==> config.mk <==
export PLATFORM = sky130hd
export DESIGN_NAME = zynq_dram_bridge
export DESIGN_NICKNAME = d
export VERILOG_FILES = /design/src/verilog/bridge_pkg.sv /design/src/verilog/ctrl_regs.sv /design/src/verilog/dram_check_stage.sv /design/src/verilog/dram_rebase_stage.sv /design/src/verilog/zynq_dram_bridge.sv
export SDC_FILE = /design/constraint.sdc
export NUM_CORES = 1
export LEC_CHECK = 0
export BUFFER_PORTS_ARGS = -buffer_cell sky130_fd_sc_hd__clkbuf_2
export CAP_MARGIN = 5
export CORE_ASPECT_RATIO = 0.9
export CORE_MARGIN = 2
export CORE_UTILIZATION = 44
export CTS_BUF_LIST = sky130_fd_sc_hd__clkbuf_4
export DETAILED_ROUTE_END_ITERATION = 10
export HOLD_SLACK_MARGIN = 0.08
export PLACE_DENSITY = 0.65
export SKIP_LAST_GASP = 1
export SYNTH_ARGS = -nofsm -noshare
export SYNTH_HDL_FRONTEND = slang
export SYNTH_SLANG_ARGS = --single-unit
==> constraint.sdc <==
create_clock -name aclk_i -period 8.4 [get_ports aclk_i]
set_input_delay 1.68 -clock aclk_i [delete_from_list [all_inputs] [get_ports aclk_i]]
set_output_delay 1.68 -clock aclk_i [all_outputs]
set_load 0.02 [all_outputs]
==> src/verilog/bridge_pkg.sv <==
package bridge_pkg;

   // byte address on either the core side or the host DRAM side
   typedef logic [31:0] addr_t;

   // one APB data word
   typedef logic [31:0] word_t;

   // byte offset into the control register block
   typedef logic [5:0] csr_addr_t;

   // usage profile with one bit per DRAM region
   typedef logic [127:0] region_map_t;

   // number of requests dropped by the bounds check
   typedef logic [31:0] count_t;

   // a DRAM request as it leaves the core and as it reaches memory
   typedef struct packed
   {
      addr_t addr;
      logic  write;
   } dram_req_t;

   // the rebase stage hands the check stage both the rebased request and
   // the window offset, so the bounds check needs no second subtraction
   typedef struct packed
   {
      dram_req_t req;
      addr_t     offset;
   } stage_req_t;

   // base of the core's cached DRAM window
   localparam addr_t bp_dram_base = 32'h8000_0000;

   // regions tracked by the usage profile
   localparam int num_regions = 128;

endpackage

==> src/verilog/ctrl_regs.sv <==
module ctrl_regs
  (
   input  logic                   aclk_i,
   input  logic                   rst_n_i,

   input  logic                   psel_i,
   input  logic                   penable_i,
   input  logic                   pwrite_i,
   input  bridge_pkg::csr_addr_t  paddr_i,
   input  bridge_pkg::word_t      pwdata_i,
   output bridge_pkg::word_t      prdata_o,
   output logic                   pready_o,
   output logic                   pslverr_o,

   input  bridge_pkg::region_map_t region_map_i,
   input  bridge_pkg::count_t     reject_count_i,

   output logic                   core_run_o,
   output bridge_pkg::addr_t      dram_base_o
   );

   import bridge_pkg::*;

   // register map in byte offsets
   localparam csr_addr_t run_addr   = 6'h00;
   localparam csr_addr_t alloc_addr = 6'h04;
   localparam csr_addr_t base_addr  = 6'h08;
   localparam csr_addr_t prof0_addr = 6'h0C;
   localparam csr_addr_t prof1_addr = 6'h10;
   localparam csr_addr_t prof2_addr = 6'h14;
   localparam csr_addr_t prof3_addr = 6'h18;
   localparam csr_addr_t count_addr = 6'h1C;

   logic  run_r;
   logic  alloc_r;
   addr_t base_r;

   word_t rd_data;
   logic  mapped;
   logic  read_only;
   logic  access;
   logic  wr_en;

   // the access phase is the second cycle of every APB transfer
   assign access = psel_i && penable_i;

   always_comb
   begin
      rd_data   = '0;
      mapped    = 1'b1;
      read_only = 1'b0;
      case (paddr_i)
         run_addr:   rd_data = {31'b0, run_r};
         alloc_addr: rd_data = {31'b0, alloc_r};
         base_addr:  rd_data = base_r;
         prof0_addr:
         begin
            rd_data   = region_map_i[31:0];
            read_only = 1'b1;
         end
         prof1_addr:
         begin
            rd_data   = region_map_i[63:32];
            read_only = 1'b1;
         end
         prof2_addr:
         begin
            rd_data   = region_map_i[95:64];
            read_only = 1'b1;
         end
         prof3_addr:
         begin
            rd_data   = region_map_i[127:96];
            read_only = 1'b1;
         end
         count_addr:
         begin
            rd_data   = reject_count_i;
            read_only = 1'b1;
         end
         default:    mapped = 1'b0;
      endcase
   end

   // a write that errors leaves every register untouched
   assign wr_en = access && pwrite_i && mapped && !read_only;

   always_ff @(posedge aclk_i)
   begin
      if (!rst_n_i)
      begin
         run_r   <= 1'b0;
         alloc_r <= 1'b0;
         base_r  <= '0;
      end
      else if (wr_en)
      begin
         case (paddr_i)
            run_addr:   run_r   <= pwdata_i[0];
            alloc_addr: alloc_r <= pwdata_i[0];
            base_addr:  base_r  <= pwdata_i;
            default:    ;
         endcase
      end
   end

   assign prdata_o  = rd_data;
   assign pready_o  = 1'b1;
   assign pslverr_o = access && (!mapped || (pwrite_i && read_only));

   // the core is held in reset until the host sets the run bit
   assign core_run_o  = run_r;
   assign dram_base_o = base_r;

   // a write the host sees rejected must not have changed any stored register
   err_write_ignored: assert property (@(posedge aclk_i) disable iff (!rst_n_i)
      pslverr_o && pwrite_i |=> $stable(run_r) && $stable(alloc_r) && $stable(base_r));

endmodule

==> src/verilog/dram_check_stage.sv <==
module dram_check_stage
  #(
   parameter bridge_pkg::addr_t mem_limit_p    = 32'd125829120,
   parameter int                region_shift_p = 23
   )
  (
   input  logic                    aclk_i,
   input  logic                    rst_n_i,
   input  logic                    core_run_i,

   input  logic                    in_valid_i,
   input  bridge_pkg::stage_req_t  in_req_i,
   output logic                    in_ready_o,

   output logic                    out_valid_o,
   output bridge_pkg::dram_req_t   out_req_o,
   input  logic                    out_ready_i,

   output bridge_pkg::region_map_t region_map_o,
   output bridge_pkg::count_t      reject_count_o
   );

   import bridge_pkg::*;

   localparam int region_idx_w = $clog2(num_regions);

   logic                    valid_r;
   dram_req_t               req_r;
   region_map_t             map_r;
   count_t                  count_r;

   logic                    take;
   logic                    in_range;
   logic                    forward;
   logic                    reject;
   logic [region_idx_w-1:0] region_idx;

   assign in_ready_o = !valid_r || out_ready_i;
   assign take       = in_valid_i && in_ready_o;

   assign in_range = in_req_i.offset < mem_limit_p;
   assign forward  = take && in_range;
   assign reject   = take && !in_range;

   // offsets past the last region wrap back into the bitmap
   assign region_idx = region_idx_w'(in_req_i.offset >> region_shift_p);

   // rejected requests are consumed here and leave the stage empty
   always_ff @(posedge aclk_i)
   begin
      if (!rst_n_i)
      begin
         valid_r <= 1'b0;
      end
      else if (in_ready_o)
      begin
         valid_r <= forward;
      end
   end

   always_ff @(posedge aclk_i)
   begin
      if (forward)
      begin
         req_r <= in_req_i.req;
      end
   end

   // profile and count restart each time the host stops the core
   always_ff @(posedge aclk_i)
   begin
      if (!rst_n_i || !core_run_i)
      begin
         map_r   <= '0;
         count_r <= '0;
      end
      else
      begin
         if (forward)
         begin
            map_r[region_idx] <= 1'b1;
         end
         if (reject)
         begin
            count_r <= count_r + count_t'(1);
         end
      end
   end

   assign out_valid_o    = valid_r;
   assign out_req_o      = req_r;
   assign region_map_o   = map_r;
   assign reject_count_o = count_r;

   // a request past the limit never reaches memory, and it is counted instead
   reject_dropped: assert property (@(posedge aclk_i) disable iff (!rst_n_i)
      reject && core_run_i |=> !out_valid_o && (reject_count_o == $past(count_r) + 1));

endmodule

==> src/verilog/dram_rebase_stage.sv <==
module dram_rebase_stage
  (
   input  logic                   aclk_i,
   input  logic                   rst_n_i,

   input  logic                   in_valid_i,
   input  bridge_pkg::dram_req_t  in_req_i,
   output logic                   in_ready_o,

   input  bridge_pkg::addr_t      dram_base_i,

   output logic                   out_valid_o,
   output bridge_pkg::stage_req_t out_req_o,
   input  logic                   out_ready_i
   );

   import bridge_pkg::*;

   logic       valid_r;
   stage_req_t req_r;
   addr_t      offset;
   logic       take;

   // the window base is a single high bit, so xor strips it like a subtraction
   assign offset = in_req_i.addr ^ bp_dram_base;

   // accept when empty or when the held request leaves this cycle
   assign in_ready_o = !valid_r || out_ready_i;
   assign take       = in_valid_i && in_ready_o;

   always_ff @(posedge aclk_i)
   begin
      if (!rst_n_i)
      begin
         valid_r <= 1'b0;
      end
      else if (in_ready_o)
      begin
         valid_r <= in_valid_i;
      end
   end

   always_ff @(posedge aclk_i)
   begin
      if (take)
      begin
         req_r.offset    <= offset;
         req_r.req.addr  <= offset + dram_base_i;
         req_r.req.write <= in_req_i.write;
      end
   end

   assign out_valid_o = valid_r;
   assign out_req_o   = req_r;

   // the check stage may stall, and the request it sees must not change meanwhile
   stall_stable: assert property (@(posedge aclk_i) disable iff (!rst_n_i)
      out_valid_o && !out_ready_i |=> out_valid_o && $stable(out_req_o));

endmodule

==> src/verilog/zynq_dram_bridge.sv <==
module zynq_dram_bridge
  #(
   parameter bridge_pkg::addr_t mem_limit_p    = 32'd125829120,
   parameter int                region_shift_p = 23
   )
  (
   input  logic                  aclk_i,
   input  logic                  rst_n_i,

   // host register access
   input  logic                  psel_i,
   input  logic                  penable_i,
   input  logic                  pwrite_i,
   input  bridge_pkg::csr_addr_t paddr_i,
   input  bridge_pkg::word_t     pwdata_i,
   output bridge_pkg::word_t     prdata_o,
   output logic                  pready_o,
   output logic                  pslverr_o,

   // DRAM requests from the core
   input  logic                  req_valid_i,
   input  bridge_pkg::dram_req_t req_i,
   output logic                  req_ready_o,

   // rebased requests toward host DRAM
   output logic                  mem_valid_o,
   output bridge_pkg::dram_req_t mem_req_o,
   input  logic                  mem_ready_i,

   output logic                  core_reset_n_o
   );

   import bridge_pkg::*;

   logic        core_run;
   addr_t       dram_base;
   region_map_t region_map;
   count_t      reject_count;

   logic        s1_valid;
   stage_req_t  s1_req;
   logic        s1_ready;

   ctrl_regs regs
     (
      .aclk_i         (aclk_i),
      .rst_n_i        (rst_n_i),
      .psel_i         (psel_i),
      .penable_i      (penable_i),
      .pwrite_i       (pwrite_i),
      .paddr_i        (paddr_i),
      .pwdata_i       (pwdata_i),
      .prdata_o       (prdata_o),
      .pready_o       (pready_o),
      .pslverr_o      (pslverr_o),
      .region_map_i   (region_map),
      .reject_count_i (reject_count),
      .core_run_o     (core_run),
      .dram_base_o    (dram_base)
      );

   dram_rebase_stage rebase
     (
      .aclk_i      (aclk_i),
      .rst_n_i     (rst_n_i),
      .in_valid_i  (req_valid_i),
      .in_req_i    (req_i),
      .in_ready_o  (req_ready_o),
      .dram_base_i (dram_base),
      .out_valid_o (s1_valid),
      .out_req_o   (s1_req),
      .out_ready_i (s1_ready)
      );

   dram_check_stage
     #(
      .mem_limit_p    (mem_limit_p),
      .region_shift_p (region_shift_p)
      )
   check
     (
      .aclk_i         (aclk_i),
      .rst_n_i        (rst_n_i),
      .core_run_i     (core_run),
      .in_valid_i     (s1_valid),
      .in_req_i       (s1_req),
      .in_ready_o     (s1_ready),
      .out_valid_o    (mem_valid_o),
      .out_req_o      (mem_req_o),
      .out_ready_i    (mem_ready_i),
      .region_map_o   (region_map),
      .reject_count_o (reject_count)
      )
   ;

   // the run bit doubles as the core's reset, so a program can be rerun
   // without reloading the bitstream
   assign core_reset_n_o = core_run;

endmodule
==> qor.yml, run 1 <==
outcome:
  outcome: "finished clean"
global_routing:
  use_met1: 0.313
  grt_pass1_wl_mm: 43.2
  grt_use_met2: 0.294
  grt_use_met3: 0.0430
  grt_start_max_net_pins: 116
  top_usage_layer: "met1"
  grt_pass1_vias: 8081
  grt_overflow: 0
  antenna_found_initial: 1
  groute.usage.overall: 0.207
floorplan:
  die_h_um: 155
  pin_count: 148
  start_util: 0.446
  die_w_um: 172
  coreArea_mm2: 0.0251
  rows: 55
  die-area_mm2: 0.0268
hold_path:
  worst_hold_path_type: "flop to flop"
  hp-start: "rebase.out_req_o[39]$_DFFE_PP_"
drt:
  drt_wl_total_mm: 28.1
  drc: 0
  via_per_inst: 5.37
  wl_per_cell_um: 17.2
  ant_nets: 0
  vias: 8782
  dr.pass1.iters: 4
  first_iter_violations: 540
finish:
  final_common_cell: "dfxtp_1"
  layout.cells.non_filler: 1636
  final_nets: 1352
  fin_util: 0.523
  layout_common_cells: "195 x dfxtp_1, 145 x clkbuf_2, 124 x and3_1"
  multiInputGateArea_mm2: 0.00477
  drive_above_1_share: 0.235
  fillers: 2318
  register_area_mm2: 0.00618
  area_delta_synth_final_pct: 17.1
  final_cell_area_mm2: 0.0131
sta:
  fin_crit_ps: 5820
  fmax_mhz: 172
  slew_viol_final: 0
  min_period_over_period: 0.693
  slew_headroom: 0.267
  finClkSkew_ps: 34.2
  rsz0062_at_grt: "no"
  hold_slack_ps: 416
  hold_viol: 0
  fin_setup_tns_ps: 0
  tightest_slew_ps: 1100
  setup_violations: 0
yosys:
  ys_warn_count: 0
  synth_top_area_cell: "dfxtp_1"
  synth_area_mm2: 0.0112
  synth_nets: 1186
  ys_async_sr_fraction: 0
  synth_edf_count: 75
  syn_inst: 1075
  avgSynthCellArea_um2: 10.4
  ys_seq_elements: 271
  yosysSeqAreaShare: 0.551
  yosysTopAreaCellShare: 0.350
  synth_top_flop_cell: "dfxtp_1"
  synth_area_leaders: "dfxtp_1 35%, edfxtp_1 20%, and3_1 6.9%"
  synth.distinct_cells: 65
clock_tree:
  clkLatencyLatePin_ps: 640
  clkSinkCount: 271
  cts.clk_slew.worst_paths_ps: 60
  cts_resized: 0
  cts_root_buffer: "clkbuf_4"
  cts_setup_buffers: 0
  htreeDepth: 3
  cts_buffers: 74
  cts_tree: "done"
  cts_hold_buffers: 0
  clockBufferDepth: 3
placement:
  hpwl_mm: 19.2
  dpl_cell_area_mm2: 0.0122
  placedCellCount: 1507
  routabilityCongestion: 0.863
  io_buffers: 146
critical_path:
  required_ps: 6720
  end_kind: "output pin"
  r2r_slack_ps: 5360
  regToRegStartpoint: "regs.dram_base_o[0]$_SDFFE_PN0P_"
  crit_arrival_ps: 4140
  path_class: "input port to output pin"
  startpoint: "paddr_i[5]"
  crit_path_max_fanout: 21
  crit_path_start_kind: "input port"
pwr:
  pwr_density_cell_mw_per_mm2: 197
  peakVddDrop_uv: 88.1
  leakage_nw: 5.65
flow_run:
  cap_violations: 0
-- cells by family after synthesis --
family / after synthesis / synth area share
adder cells (fa/ha/maj): 33 / 0.0375
flip-flops: 271 / 0.551
AO/OA/AOI/OAI: 251 / 0.155
buffers and inverters: 74 / 0.0271
multiplexers: 4 / 0.00357
AND/OR/NAND/NOR: 387 / 0.183
other: 1 / 0.000335
XOR/XNOR: 54 / 0.0422
-- layer usage --
layer,wire [µm],up-vias
met1,14100,4119
met2,11800,307
li1,-,4320
met3,1820,36
met4,417,0
met5,0,-
-- state kept, by name, indices dropped and copies added (netlist names), 32 cells and up --
| register | cells |
|---|---|
| check.reject_count_o | 32 |
| check.region_map_o | 128 |
| regs.dram_base_o | 32 |
| check.out_req_o | 33 |
| rebase.out_req_o | 42 |
-- critical path, stage by stage --
cell and delay, ps:
clkbuf_2 80, nor3_1 400, nand2_1 260, nor3b_2 890, buf_4 420, a22oi_1 110
nand3_1 120, clkbuf_2 170
-- final timing paths --
| path | endpoint | depth (start not counted) |
|---|---|---|
| max | prdata_o[16] | 8 |
| min | check.out_req_o[7]$_DFFE_PP_ | 0 |
| max reg2reg | rebase.out_req_o[61]$_DFFE_PP_ | 10 |
| min reg2reg | check.out_req_o[7]$_DFFE_PP_ | 0 |
-- stage by stage --
step           power [W]  worst slack [ps]
2_1_floorplan    0.00144              3590
3_3_place_gp     0.00148              2620
3_5_place_dp     0.00148              2580
4_1_cts          0.00262              2580
5_1_grt          0.00270              2410
6_report         0.00259              2580
-- Yosys cell counts (6+ instances only) --
library cell and instances:
ha_1 32, a21o_1 17, a31oi_1 8, a21oi_1 53, nand4_1 6, o21ai_0 10, a22oi_1 93, a21boi_1 8
nand2b_1 7, and3_1 124, nor2_1 62, or3_1 6, edfxtp_1 75, nand2_1 97, nand3_1 45, nor3_1 6
xnor2_1 26, xor2_1 28, inv_1 9, a21boi_0 24, dfxtp_1 196, clkbuf_1 61, nor2b_1 6
-- final cells by class --
type,instances,area share
flip-flops and latches,271,0.470
multi-input cells,730,0.363
clock buffers,115,0.0658
repair buffers,155,0.0610
well taps,342,0.0326
clock inverters,12,0.00429
inverters,9,0.00257
diodes,2,0.000381
-- power by group --
part / leakage [nW] / switching [W] / internal [W]
logic: 2.81 / 0.0000539 / 0.0000331
clock network: 0.560 / 0.000515 / 0.000620
registers: 2.29 / 0.00000602 / 0.00136
Power figures use the tool's default switching activity.
==> inputs of run 2 (changes only) <==
- PLACE_DENSITY: 0.65 -> 0.67
- clock period: 8.4 -> 4.7 ns (I/O delays scaled with it)
==> run 2 against run 1 <==
Against the previous run:
- flip-flop and latch count did not move
- cell count fell by 0.49%
- worst hold slack got worse by 5.6 ps
- count of clock-buffer cells in the layout fell by 7
- utilization fell by 0.17 points
- global-route usage fell by 0.21 points
- first-iteration DRC count rose by 18%
- non-clock buffer count rose by 2
- wire length fell by 3.0%
- via count fell by 0.34%
- sequential share of layout area rose by 0.15 points
- highest routed layer unchanged
==> qor.yml, run 2 (same netlist as run 1, synthesis figures left out) <==
floorplan:
  coreArea_mm2: 0.0251
  die_w_um: 172
  rows: 55
  start_util: 0.446
  die-area_mm2: 0.0268
  pin_count: 148
  die_h_um: 155
sta:
  finClkSkew_ps: 29.9
  setup_violations: 0
  tightest_slew_ps: 1050
  fmax_mhz: 272
  slew_headroom: 0.301
  hold_viol: 0
  fin_setup_tns_ps: 0
  slew_viol_final: 0
  rsz0062_at_grt: "no"
  fin_crit_ps: 3670
  min_period_over_period: 0.781
clock_tree:
  clkLatencyLatePin_ps: 640
  cts_tree: "done"
  cts_buffers: 71
  htreeDepth: 3
  cts_hold_buffers: 0
  cts_setup_buffers: 0
  cts.clk_slew.worst_paths_ps: 60
  clkSinkCount: 271
  cts_resized: 0
  cts_root_buffer: "clkbuf_4"
  clockBufferDepth: 3
global_routing:
  grt_pass1_vias: 8155
  antenna_found_initial: 1
  grt_overflow: 0
  groute.usage.overall: 0.205
  grt_pass1_wl_mm: 43.0
  grt_start_max_net_pins: 107
critical_path:
  required_ps: 3760
  startpoint: "paddr_i[5]"
  crit_path_max_fanout: 33
  regToRegStartpoint: "regs.dram_base_o[1]$_SDFFE_PN0P_"
  crit_arrival_ps: 2730
  cp_num_buf_inv: 3
  crit_path_start_kind: "input port"
  path_cells: "clkbuf_2 -> nor3_1 -> nand2b_1 -> nor2_2 -> buf_4 -> a22oi_1 -> nand3_1 -> clkbuf_2"
  crit_top_cell: "clkbuf_2"
  critical-path-top-delay-family: "simple AND/OR/NAND/NOR gates"
  path_class: "input port to output pin"
  max_stage_delay_ps: 360
  end_kind: "output pin"
  slowest_stage: "buf_4"
placement:
  hpwl_mm: 18.6
  io_buffers: 146
  routabilityCongestion: 0.871
drt:
  ant_nets: 0
  vias: 8752
  dr.pass1.iters: 5
  via_per_inst: 5.38
  wl_per_cell_um: 16.7
  first_iter_violations: 637
  drc: 0
  drt_wl_total_mm: 27.2
finish:
  fin_util: 0.521
  fillers: 2351
  largest_reg_flops: 128
  final_common_cell: "dfxtp_1"
  drive_above_1_share: 0.230
  area_delta_synth_final_pct: 16.8
  layout_common_cells: "195 x dfxtp_1, 145 x clkbuf_2, 124 x and3_1"
  final_nets: 1351
hold_path:
  worst_hold_path_type: "flop to flop"
  hp-start: "rebase.out_req_o[39]$_DFFE_PP_"
pwr:
  peakVddDrop_uv: 155
  leakage_nw: 5.64
  pwr_density_cell_mw_per_mm2: 351
flow_run:
  cap_violations: 0
outcome:
  outcome: "finished clean"
run 2: final timing paths:
kind	end	slack, ps	depth (start not counted)
max	prdata_o[13]	1030	8
min	check.out_req_o[7]$_DFFE_PP_	410	0
max reg2reg	rebase.out_req_o[62]$_DFFE_PP_	1780	9
min reg2reg	check.out_req_o[7]$_DFFE_PP_	410	0
run 2: area by class of cell:
class                           count  area, µm²  area share
Antenna cell                        1       2.50    0.000191
Clock buffer                      108        811      0.0620
Multi-Input combinational cell    730       4760       0.363
Inverter                            9       33.8     0.00258
Timing Repair Buffer              157        816      0.0623
Sequential cell                   271       6180       0.472
Clock inverter                     10       63.8     0.00488
Tap cell                          342        428      0.0327
run 2: through the flow:
| step | area, µm² | std cells | hold slack, ps | worst slack, ps | total power, W |
|---|---|---|---|---|---|
| final | 13100 | 1628 | 411 | 1030 | 0.00460 |
| after global routing | 13100 | 1628 | 409 | 880 | 0.00480 |
| after CTS | 13100 | 1627 | 378 | 1050 | 0.00467 |
| after detailed placement | 12200 | 1509 | 405 | 1060 | 0.00264 |
| after global placement | 12200 | 1509 | 403 | 1080 | 0.00264 |
| after floorplan | 11200 | 1075 | 400 | 1370 | 0.00257 |
run 2: layer usage:
layer / track usage / wire length [µm] / vias to the layer above
li1: - / - / 4308
met3: 0.0435 / 1600 / 42
met2: 0.294 / 11600 / 245
met4: 0.0744 / 510 / 0
met5: 0 / 0 / -
met1: 0.302 / 13500 / 4157
run 2: where the power goes:
part           switching, W  leakage [nW]  internal, W  total [W]
registers         0.0000110          2.29      0.00243    0.00244
logic             0.0000956          2.82    0.0000592   0.000155
clock network      0.000915         0.533      0.00109    0.00201
total               0.00102          5.64      0.00358    0.00460
run 2: worst reg2reg max path, delay by kind of cell, from the launching register on:
kind / cells / cell delay (ps)
adder cells (fa/ha/maj): 1 / 280
flip-flops: 1 / 450
AO/OA/AOI/OAI: 7 / 1790
AND/OR/NAND/NOR: 1 / 170
==> inputs of run 3 (changes only) <==
- PLACE_DENSITY: 0.67 -> 0.65
- clock period: 4.7 -> 3.4 ns (I/O delays scaled with it)
==> run 3 against run 2 <==
Against the previous run:
- count of clock-buffer cells in the layout fell by 13
- worst hold slack got worse by 200 ps
- highest routed layer unchanged
- critical path depth did not move
- flip-flop and latch count did not move
- first-iteration DRC count rose by 20%
==> qor.yml, run 3 (same netlist as run 1, synthesis figures left out) <==
outcome:
  outcome: "finished clean"
global_routing:
  grt_overflow: 0
  grt_use_met2: 0.288
  antenna_found_initial: 1
  grt_start_max_net_pins: 115
  use_met1: 0.294
  grt_pass1_wl_mm: 42.0
  groute.usage.overall: 0.200
  grt_use_met3: 0.0468
  grt_pass1_vias: 8104
  top_usage_layer: "met1"
placement:
  io_buffers: 146
  routabilityCongestion: 0.871
  hpwl_mm: 18.4
hold_path:
  worst_hold_path_type: "input port to flop"
  hold_depth: 1
  hp-start: "req_i[0]"
critical_path:
  crit_top_cell: "clkbuf_2"
  path_cells: "clkbuf_2 -> nor3_1 -> nand2_1 -> nor3_2 -> buf_4 -> a22oi_1 -> nand3_1 -> clkbuf_2"
  regToRegStartpoint: "regs.dram_base_o[0]$_SDFFE_PN0P_"
  cp_num_cells: 8
  crit_path_start_kind: "input port"
  end_kind: "output pin"
  cp_num_buf_inv: 3
  path_class: "input port to output pin"
  critical-path-top-delay-family: "simple AND/OR/NAND/NOR gates"
  startpoint: "paddr_i[5]"
  ff2ff_path_depth: 10
  slowest_stage: "buf_4"
  crit_path_max_fanout: 32
  max_stage_delay_ps: 400
  required_ps: 2720
  crit_arrival_ps: 2480
  r2r_slack_ps: 520
clock_tree:
  cts_root_buffer: "clkbuf_4"
  clkSinkCount: 271
  cts_resized: 0
  clockBufferDepth: 3
  cts_tree: "done"
  cts.clk_slew.worst_paths_ps: 60
  cts_setup_buffers: 0
  cts_buffers: 68
  cts_hold_buffers: 0
  htreeDepth: 3
  clkLatencyLatePin_ps: 660
sta:
  hold_viol: 0
  slew_viol_final: 0
  finClkSkew_ps: 39.6
  fin_crit_ps: 3160
  setup_violations: 0
  tightest_slew_ps: 1200
  slew_headroom: 0.203
  fin_setup_tns_ps: 0
  fmax_mhz: 316
  rsz0062_at_grt: "no"
  min_period_over_period: 0.930
finish:
  fin_util: 0.520
  final_nets: 1353
  final_common_cell: "dfxtp_1"
  area_delta_synth_final_pct: 16.4
  drive_above_1_share: 0.222
  layout_common_cells: "195 x dfxtp_1, 145 x clkbuf_2, 124 x and3_1"
  largest_reg_flops: 128
floorplan:
  die_h_um: 155
  pin_count: 148
  rows: 55
  die_w_um: 172
  die-area_mm2: 0.0268
  start_util: 0.446
  coreArea_mm2: 0.0251
drt:
  first_iter_violations: 765
  drc: 0
  via_per_inst: 5.33
  drt_wl_total_mm: 26.9
  wl_per_cell_um: 16.5
  dr.pass1.iters: 5
  ant_nets: 0
  vias: 8662
flow_run:
  cap_violations: 0
pwr:
  leakage_nw: 5.60
  pwr_density_cell_mw_per_mm2: 466
  peakVddDrop_uv: 145
run 3: cell count changes in the layout (fill, tap and decap cells not counted):
cell,change
clkbuf_4,-13
clkinv_1,+8
buf_4,+3
inv_2,-3
buf_12,+2
clkinv_2,+2
bufinv_16,-1
run 3: through the flow:
| step | instances | hold slack [ps] | setup WS [ps] | total power (W) | instance area, µm² |
|---|---|---|---|---|---|
| after floorplan | 1075 | 400 | 490 | 0.00356 | 11200 |
| final | 1626 | 208 | 239 | 0.00609 | 13100 |
| after CTS | 1625 | 158 | 238 | 0.00616 | 13000 |
| after global routing | 1626 | 161 | 54.0 | 0.00635 | 13100 |
| after detailed placement | 1514 | 405 | 70.4 | 0.00365 | 12300 |
| after global placement | 1514 | 401 | 114 | 0.00365 | 12300 |
run 3: routing by layer:
layer  vias up  routed length (µm)
met5         -                   0
met4         0                 523
met3        40                1710
met2       259               11300
met1      4045               13300
li1       4318                   -
run 3: worst paths after layout:
path,endpoint
worst max-delay path,prdata_o[19]
worst min-delay path,rebase.out_req_o[32]$_DFFE_PP_
worst max register to register,rebase.out_req_o[61]$_DFFE_PP_
worst min register to register,check.out_req_o[2]$_DFFE_PP_
run 3: report_power, final:
part / switching [W] / total, W / internal [W]
sequential: 0.0000158 / 0.00337 / 0.00335
clock: 0.00123 / 0.00251 / 0.00128
combinational: 0.000130 / 0.000214 / 0.0000834
total: 0.00137 / 0.00609 / 0.00471
run 3: worst reg2reg max path: stages (launching register included):
cell and delay [ps]:
dfxtp_1 340, ha_1 220, fa_1 420, a211oi_1 320, o21ai_0 140, o2111ai_1 160, a21oi_1 180, o21ai_1 280
a21oi_1 130, or4b_1 480, nand3_1 90
run 3: layout make-up:
| cell class | count | area [µm²] |
|---|---|---|
| Fill cell | 2295 | 12100 |
| Sequential cell | 271 | 6180 |
| Multi-Input combinational cell | 730 | 4760 |
| Timing Repair Buffer | 162 | 878 |
| Clock buffer | 95 | 713 |
| Tap cell | 342 | 428 |
| Clock inverter | 16 | 62.6 |
| Inverter | 9 | 33.8 |
| Antenna cell | 1 | 2.50 |
